`src/hdl/mac_consts.svh`:
```
// widths and limits of the 32-bit MAC datapath
// the window select only shifts up to 48 and the range check only up to 47
`ifndef MAC_CONSTS_SVH
`define MAC_CONSTS_SVH

// width of the multiplier and coefficient operands
`define MAC_OPER_W 32

// operands carry a quarter of their width again as guard bits
`define MAC_EXT_W 40

// the accumulator holds the full product of two extended operands
`define MAC_ACC_W 80

// width of the presented output window
`define MAC_OUT_W 32

// width of the window select input
`define MAC_SEL_W 6

// largest shift of the output window, larger selects read as 0
`define MAC_SEL_MAX 48

// largest shift that still gets its own range check
`define MAC_SAT_SEL_MAX 47

`endif

```
`src/hdl/mac_pkg.sv`:
```
// datapath types of the MAC, all unsigned vectors
// signed arithmetic is done with explicit casts where it is needed
`include "mac_consts.svh"

`default_nettype none

package mac_pkg;

  // one multiplier or coefficient operand as presented at the top level
  typedef logic [`MAC_OPER_W-1:0] oper_t;

  // an operand after sign or zero extension into the guard bits
  typedef logic [`MAC_EXT_W-1:0] ext_t;

  // a full accumulator value
  // this is also the width of the product and of the addend
  typedef logic [`MAC_ACC_W-1:0] acc_t;

  // the output word taken out of the accumulator window
  typedef logic [`MAC_OUT_W-1:0] out_t;

  // window select, also used to place the round constant
  typedef logic [`MAC_SEL_W-1:0] sel_t;

endpackage

`default_nettype wire

```
`src/hdl/mac_multiply_add.sv`:
```
// purely combinational multiply-add, no pipeline stage inside
// the sum wraps modulo 2**80, there is no overflow flag
`timescale 1ns/1ps
`default_nettype none

`include "mac_consts.svh"

module mac_multiply_add (
  input  wire mac_pkg::oper_t oper_data,
  input  wire mac_pkg::oper_t coef_data,
  input  wire logic           tc,
  input  wire mac_pkg::acc_t  addend,
  output mac_pkg::acc_t       sum
);

  // number of guard bits added above each operand
  localparam int GUARD_W = `MAC_EXT_W - `MAC_OPER_W;

  mac_pkg::ext_t oper_ext;
  mac_pkg::ext_t coef_ext;
  logic          oper_fill;
  logic          coef_fill;
  mac_pkg::acc_t product;

  // in two's complement mode the guard bits copy the operand sign
  // in unsigned mode they are zero, so the extended value stays positive
  assign oper_fill = tc & oper_data[`MAC_OPER_W-1];
  assign coef_fill = tc & coef_data[`MAC_OPER_W-1];

  assign oper_ext = {{GUARD_W{oper_fill}}, oper_data};
  assign coef_ext = {{GUARD_W{coef_fill}}, coef_data};

  // both extended operands are read as signed numbers
  // an unsigned operand has a zero top bit after extension, so one signed
  // multiplier covers both modes
  // the 80-bit target widens the operands before the multiply, which keeps
  // the product exact for every 40-bit input pair
  assign product = $signed(oper_ext) * $signed(coef_ext);

  // the addend comes from the accumulator feedback or a restart constant
  // adding modulo 2**80 is the same for signed and unsigned sums
  assign sum = product + addend;

endmodule

`default_nettype wire

```
`src/hdl/mac_acc_register.sv`:
```
// accumulator register with clear and round restart on enabled edges only
// the round constant follows the live out_sel, not the registered one
`timescale 1ns/1ps
`default_nettype none

`include "mac_consts.svh"

module mac_acc_register (
  input  wire logic          MAC_ACC_CLK,
  input  wire logic          acc_ff_rstn,
  input  wire logic          clk_en,
  input  wire logic          acc_clear,
  input  wire logic          acc_rnd,
  input  wire mac_pkg::sel_t out_sel,
  input  wire mac_pkg::acc_t sum,
  output mac_pkg::acc_t      addend,
  output mac_pkg::acc_t      acc
);

  mac_pkg::acc_t round_value;
  logic          round_sel_ok;

  // rounding adds half an LSB of the selected output window
  // a shift of 0 has no half LSB, and shifts above 48 select no window
  assign round_sel_ok = (out_sel != '0) && (out_sel <= `MAC_SEL_MAX);

  always_comb begin
    round_value = '0;
    if (round_sel_ok) begin
      round_value = mac_pkg::acc_t'(1) << (out_sel - 1'b1);
    end
  end

  // clear wins over round, and round wins over the normal feedback
  // both restart the sum, so the old accumulator is dropped
  always_comb begin
    if (acc_clear) begin
      addend = '0;
    end else if (acc_rnd) begin
      addend = round_value;
    end else begin
      addend = acc;
    end
  end

  // the accumulator only moves on enabled edges
  // with clk_en low it keeps its value and the addend is ignored
  always_ff @(posedge MAC_ACC_CLK or negedge acc_ff_rstn) begin
    if (!acc_ff_rstn) begin
      acc <= '0;
    end else if (clk_en) begin
      acc <= sum;
    end
  end

  // a disabled edge must leave the accumulator as it was, whatever the
  // multiply-add presents on sum
  a_hold_when_disabled : assert property (
    @(posedge MAC_ACC_CLK) disable iff (!acc_ff_rstn)
    !clk_en |=> $stable(acc)
  ) else $error("accumulator changed on an edge with clk_en low");

endmodule

`default_nettype wire

```
`src/hdl/mac_output_stage.sv`:
```
// output window and saturation, combinational from acc, tc and acc_sat
// out_sel is used one edge late, to line up with the accumulator it selects
`timescale 1ns/1ps
`default_nettype none

`include "mac_consts.svh"

module mac_output_stage (
  input  wire logic          MAC_ACC_CLK,
  input  wire logic          acc_ff_rstn,
  input  wire mac_pkg::sel_t out_sel,
  input  wire mac_pkg::acc_t acc,
  input  wire logic          tc,
  input  wire logic          acc_sat,
  output mac_pkg::out_t      mac_out
);

  mac_pkg::sel_t sel_q;
  mac_pkg::sel_t win_shift;
  mac_pkg::sel_t chk_shift;
  mac_pkg::acc_t win_full;
  mac_pkg::out_t window;
  mac_pkg::acc_t sign_mask;
  mac_pkg::acc_t zero_mask;
  mac_pkg::acc_t sign_bits;
  logic          fits_signed;
  logic          fits_unsigned;
  logic          fits;
  mac_pkg::out_t clamp_word;

  // the select is sampled on every edge, enabled or not
  // so a new window shows up one edge after out_sel changes, even on hold
  always_ff @(posedge MAC_ACC_CLK or negedge acc_ff_rstn) begin
    if (!acc_ff_rstn) begin
      sel_q <= '0;
    end else begin
      sel_q <= out_sel;
    end
  end

  // selects past the largest shift fall back to the low window
  assign win_shift = (sel_q > `MAC_SEL_MAX) ? '0 : sel_q;

  // the range check has one step less, 48 is checked like 0
  assign chk_shift = (sel_q > `MAC_SAT_SEL_MAX) ? '0 : sel_q;

  assign win_full = acc >> win_shift;
  assign window   = win_full[`MAC_OUT_W-1:0];

  // sign_mask covers the window MSB and every bit above it
  // the window fits as a signed word when all of these bits agree
  assign sign_mask = {`MAC_ACC_W{1'b1}} << (chk_shift + (`MAC_OUT_W - 1));
  assign sign_bits = acc & sign_mask;

  assign fits_signed = (sign_bits == sign_mask) || (sign_bits == '0);

  // an unsigned sum also fits with a set window MSB, as long as nothing
  // above the window is set
  assign zero_mask     = {`MAC_ACC_W{1'b1}} << (chk_shift + `MAC_OUT_W);
  assign fits_unsigned = !tc && ((acc & zero_mask) == '0);

  assign fits = fits_signed || fits_unsigned;

  // unsigned overflow clamps to all ones
  // signed overflow clamps towards the sign of the whole accumulator
  always_comb begin
    if (!tc) begin
      clamp_word = '1;
    end else if (acc[`MAC_ACC_W-1]) begin
      clamp_word = {1'b1, {(`MAC_OUT_W-1){1'b0}}};
    end else begin
      clamp_word = {1'b0, {(`MAC_OUT_W-1){1'b1}}};
    end
  end

  // without saturation the window wraps silently
  assign mac_out = (acc_sat && !fits) ? clamp_word : window;

  // with the clamp on in signed mode the output shows the sign of the whole accumulator
  // this ties the window shift to the shift used by the range check
  a_sat_sign : assert property (
    @(posedge MAC_ACC_CLK) disable iff (!acc_ff_rstn)
    (acc_sat && tc) |-> (mac_out[`MAC_OUT_W-1] == acc[`MAC_ACC_W-1])
  ) else $error("saturated signed output has the wrong sign");

endmodule

`default_nettype wire

```
`src/hdl/mac_top.sv`:
```
// 32-bit multiply-accumulate with an 80-bit accumulator, one cycle latency
// tc and acc_sat also act combinationally on mac_out
`timescale 1ns/1ps
`default_nettype none

module mac_top (
  input  wire logic           MAC_ACC_CLK,
  input  wire logic           acc_ff_rstn,
  input  wire logic           clk_en,
  input  wire mac_pkg::oper_t oper_data,
  input  wire mac_pkg::oper_t coef_data,
  input  wire logic           acc_rnd,
  input  wire logic           acc_clear,
  input  wire logic           acc_sat,
  input  wire mac_pkg::sel_t  out_sel,
  input  wire logic           tc,
  output mac_pkg::out_t       mac_out
);

  // feedback loop between the adder and the register
  mac_pkg::acc_t sum;
  mac_pkg::acc_t addend;

  // registered accumulator seen by the output stage
  mac_pkg::acc_t acc;

  mac_multiply_add u_mac_multiply_add (
    .oper_data (oper_data),
    .coef_data (coef_data),
    .tc        (tc),
    .addend    (addend),
    .sum       (sum)
  );

  // the register also picks the addend, so clear and round stay in one place
  mac_acc_register u_mac_acc_register (
    .MAC_ACC_CLK (MAC_ACC_CLK),
    .acc_ff_rstn (acc_ff_rstn),
    .clk_en      (clk_en),
    .acc_clear   (acc_clear),
    .acc_rnd     (acc_rnd),
    .out_sel     (out_sel),
    .sum         (sum),
    .addend      (addend),
    .acc         (acc)
  );

  mac_output_stage u_mac_output_stage (
    .MAC_ACC_CLK (MAC_ACC_CLK),
    .acc_ff_rstn (acc_ff_rstn),
    .out_sel     (out_sel),
    .acc         (acc),
    .tc          (tc),
    .acc_sat     (acc_sat),
    .mac_out     (mac_out)
  );

endmodule

`default_nettype wire

```
`config.mk`:
```
export PLATFORM = sky130hd
export DESIGN_NAME = mac_top
export DESIGN_NICKNAME = d
export VERILOG_FILES = /design/src/hdl/mac_pkg.sv /design/src/hdl/mac_multiply_add.sv /design/src/hdl/mac_acc_register.sv /design/src/hdl/mac_output_stage.sv /design/src/hdl/mac_top.sv
export VERILOG_INCLUDE_DIRS = /design/src /design/src/hdl
export SDC_FILE = /design/constraint.sdc
export NUM_CORES = 2
export LEC_CHECK = 0
export CAP_MARGIN = 20
export CORE_UTILIZATION = 40
export DETAILED_ROUTE_END_ITERATION = 8
export DONT_BUFFER_PORTS = 1
export PLACE_DENSITY = 0.62
export SKIP_LAST_GASP = 1
export SLEW_MARGIN = 0
export SYNTH_ARGS = -nofsm -noshare
export SYNTH_HDL_FRONTEND = slang
export SYNTH_SLANG_ARGS = --single-unit
```
`constraint.sdc`:
```
create_clock -name MAC_ACC_CLK -period 7.3 [get_ports MAC_ACC_CLK]
set_clock_uncertainty 0.15 [all_clocks]
set_input_delay 1.46 -clock MAC_ACC_CLK [delete_from_list [all_inputs] [get_ports MAC_ACC_CLK]]
set_output_delay 1.46 -clock MAC_ACC_CLK [all_outputs]
set_load 0.01 [all_outputs]
```
==> summary.txt <==
FINAL LAYOUT
-----------------------------------------------------------------------------------------------
Utilization after layout                                                                 46.55%
Final design area excluding fillers                                                0.06213 mm^2
Nets                                                                                       8081
Growth of design area from synthesis to finish                                           15.59%
Share of post-route cells with drive strength above 1                                    17.45%
Fillcell total                                                                            12940
Most frequent standard cell in the layout excluding fill and tap cells             sky130_fd_sc_hd__inv_1
Highest-count cells in the layout ignoring fill and taps                           sky130_fd_sc_hd__inv_1, sky130_fd_sc_hd__fa_1, sky130_fd_sc_hd__nand2_1

SYNTHESIS
-----------------------------------------------------------------------------------------------
Mapped Area                                                                        0.05375 mm^2
Register area share after synthesis                                                      4.004%
Most used DFF post-synth                                                           sky130_fd_sc_hd__dfrtp_1
Top cell type's share of synthesized area                                                42.68%
Number of distinct library cells after synthesis                                            103
Mux contribution to synthesized area                                                     6.513%
Mean post-synth cell area                                                            8.584 um^2
Compound-Gate Fraction of Synth Area                                                     10.24%
Synth area leader                                                                  sky130_fd_sc_hd__fa_1
Net Count, Synth                                                                           7786
Cell types occupying the most area after synthesis                                 sky130_fd_sc_hd__fa_1, sky130_fd_sc_hd__inv_1, sky130_fd_sc_hd__ha_1
Register bit total from synthesis                                                            86
EDFF count, synth                                                                             0
Adder-cell area share of the yosys netlist                                               49.69%
Dominant combinational cell family by area after synthesis                          adder cells
Xor and xnor fraction of the mapped netlist area                                         2.486%
Share of async-settable or async-resettable flops after synthesis                        100.0%
Post-Syn Instances                                                                         6262
Synth Warn #                                                                                  0
Simple-gate area share of the yosys netlist                                              16.08%

GRT
-----------------------------------------------------------------------------------------------
Number of global-route vias before repair                                                 48420
Maximum number of pins on one net before global-route repair                                 95
Wire length of the first global-routing pass                                           284.0 mm
Overall routing resource usage                                                           26.95%
Overall overflow remaining after global route                                                 0
Antenna violations before repair                                                              3

CLOCK NETWORK
-----------------------------------------------------------------------------------------------
Skew-Pair Late Insertion Delay                                                          0.38 ns
Clock net sink count                                                                         86
Buffers from clock root to sink, at most                                                      2
CTS tree                                                                                  built
H-Tree Depth                                                                                  3
Hold buffer count at CTS                                                                      0
Inserted Clock Buffers                                                                        9
Clock input transition at the sequential cells of the worst setup and hold paths        0.07 ns
Cell at the root of the clock tree                                                 sky130_fd_sc_hd__clkbuf_16

ROUTING
-----------------------------------------------------------------------------------------------
Drt first-iter violations                                                                  3775
Drt drc                                                                                       0
Vias/cell                                                                                 5.482
Remaining antenna violation count                                                             0
Detailed-route via count                                                                  45670
Iteration count of the initial detailed-routing pass                                          6
Detailed-route wire length per cell                                                    21.91 um
Wire length after detailed routing                                                     182.5 mm

PLACE
-----------------------------------------------------------------------------------------------
Post-DP Area                                                                       0.05981 mm^2
DP Wirelength                                                                          144.0 mm
Number of port buffers                                                                        0
Final Wtd Congestion                                                                      1.009
Pre-CTS setup slack                                                                   -4.530 ns

TIMING
-----------------------------------------------------------------------------------------------
Count of final max-slew check failures                                                        0
Fraction of the cycle the final worst path needs                                         155.5%
Final hold vios                                                                               0
RSZ-0062 raised after global routing                                                       true
Total negative slack for setup checks                                                -174.85 ns
Transition at the pin with the smallest max-transition slack                           1.074 ns
Final critical delay including setup and external delays                               11.35 ns
Final setup slack of the worst path                                                   -4.055 ns
Achievable Freq                                                                     0.08807 GHz
Worst slew margin                                                                        28.37%
Final setup violation count                                                                  68

FLOORPLAN
-----------------------------------------------------------------------------------------------
Die X                                                                                  368.6 um
Height of the die                                                                      368.6 um
Area of the die                                                                     0.1359 mm^2
Std-Cell Core Area                                                                  0.1335 mm^2
Effective utilization at floorplan                                                       40.28%
Row count                                                                                   134
Number of primary I/O pins                                                                  109

SETUP PATH
-----------------------------------------------------------------------------------------------
CP Max Fanout                                                                                33
Critical path data arrival time                                                        11.46 ns
Largest stage delay, worst path                                                         0.56 ns
Startpoint-to-endpoint class of the critical path                                        in2reg
Highest-delay cell along the critical path                                         sky130_fd_sc_hd__fa_1
Critical Path RT                                                                        7.41 ns
Element type at the critical path end                                                 flip-flop
Crit path top cell by count                                                        sky130_fd_sc_hd__fa_1
Category of the worst setup path launch point                                         input pin

HOLD PATH
-----------------------------------------------------------------------------------------------
Min-delay worst type                                                                    reg2reg

FLOW RUN
-----------------------------------------------------------------------------------------------
Maxcap violations                                                                             0

OUTCOME
-----------------------------------------------------------------------------------------------
Result of the run                                                                  complete, but fails checks
Violated checks                                                                    negative setup slack

[cells in the mapped netlist (10+ instances only)]
cell type	count
sky130_fd_sc_hd__and3_1	35
sky130_fd_sc_hd__mux2i_1	235
sky130_fd_sc_hd__or3_1	15
sky130_fd_sc_hd__xnor2_1	107
sky130_fd_sc_hd__o31ai_1	10
sky130_fd_sc_hd__inv_1	1172
sky130_fd_sc_hd__ha_1	301
sky130_fd_sc_hd__nor3_1	32
sky130_fd_sc_hd__nand2_1	925
sky130_fd_sc_hd__nor2b_1	28
sky130_fd_sc_hd__nand3_1	50
sky130_fd_sc_hd__nor4_1	17
sky130_fd_sc_hd__clkbuf_1	315
sky130_fd_sc_hd__a211oi_1	39
sky130_fd_sc_hd__nor2_1	220
sky130_fd_sc_hd__o21a_1	18
sky130_fd_sc_hd__a21o_1	95
sky130_fd_sc_hd__or2_2	16
sky130_fd_sc_hd__and2_1	393
sky130_fd_sc_hd__buf_2	15
sky130_fd_sc_hd__buf_1	30
sky130_fd_sc_hd__a221oi_1	16
sky130_fd_sc_hd__o21ai_0	194
sky130_fd_sc_hd__o22ai_1	23
sky130_fd_sc_hd__a21oi_1	268
sky130_fd_sc_hd__o211ai_1	23
sky130_fd_sc_hd__nand2b_1	32
sky130_fd_sc_hd__nand4_1	44
sky130_fd_sc_hd__fa_1	1146
sky130_fd_sc_hd__xor2_1	41
sky130_fd_sc_hd__a31oi_1	24
sky130_fd_sc_hd__dfrtp_1	86
sky130_fd_sc_hd__o21bai_1	15
sky130_fd_sc_hd__mux2_2	86
[worst max-delay path, delay by kind of cell]
kind / cells / cell delay (ns)
and+or+nand+nor: 8 / 1.38
adders and majority gates: 10 / 4.57
AOI/OAI and AO/OA: 15 / 3.55
buffers and inverters: 6 / 0.29
xor gates and xnor gates: 1 / 0.16
[final cells by class]
type                       instances  area (um^2)  share of cell area [%]
multi-input combinational       4628        47860                   77.03
timing repair buffer             658         5174                   8.327
inverter                        1174         4417                   7.109
tap                             1768         2212                   3.560
sequential                        86         2152                   3.464
clock buffer                      10        239.0                  0.3846
clock inverter                     6        70.07                  0.1128
antenna                            2        5.005                0.008055
[kinds of logic (layout without fill, tap and decap cells)]
logic type | Yosys count | in the layout
compound gates | 858 | 858
xor+xnor | 150 | 150
fa+ha+maj | 1447 | 1447
buf+inv | 1548 | 1848
flops | 86 | 86
mux | 329 | 329
other cells | 0 | 2
simple gates | 1844 | 1844
[routing by layer]
layer / track usage (%) / part of all wire, % / vias up
li1: - / - / 20120
met1: 35.62 / 41 / 23160
met2: 43.99 / 47 / 1935
met3: 4.136 / 7.4 / 451
met4: 11.23 / 4.5 / 4
met5: 0 / 0.018 / -
[final timing paths]
check | start | endpoint | slack [ns] | depth (start not counted)
worst max-delay path | coef_data[0] | u_mac_acc_register.acc[77]$_DFFE_PN0P_ | -4.05 | 40
worst min-delay path | u_mac_acc_register.acc[78]$_DFFE_PN0P_ | u_mac_acc_register.acc[78]$_DFFE_PN0P_ | 0.50 | 2
worst min register to register | u_mac_acc_register.acc[78]$_DFFE_PN0P_ | u_mac_acc_register.acc[78]$_DFFE_PN0P_ | 0.50 | 2
worst max register to register | u_mac_acc_register.acc[0]$_DFFE_PN0P_ | u_mac_acc_register.acc[74]$_DFFE_PN0P_ | 2.56 | 18
min in group asynchronous | acc_ff_rstn | u_mac_acc_register.acc[68]$_DFFE_PN0P_ | 0.63 | 0
max in group asynchronous | acc_ff_rstn | u_mac_acc_register.acc[0]$_DFFE_PN0P_ | 6.14 | 0
[through the flow]
stage,std cells,hold slack (ns)
final,8332,0.4958
after global placement,8247,0.4807
after detailed placement,8247,0.4793
after CTS,8317,0.4945
after floorplan,6262,0.3746
after global routing,8332,0.5291
[sequential cells by signal, summed over array words and instances, names as in the netlist]
name,count
u_mac_acc_register.acc,80
u_mac_output_stage.sel_q,6
[repair_timing]
item,CTS,global route
resized for setup,217,74
pin swaps,140,74
setup buffers,63,24
setup endpoints to repair,78,101
Power is not shown: default switching activity piles up to over one toggle a cycle in this logic, so the estimate is an artifact.
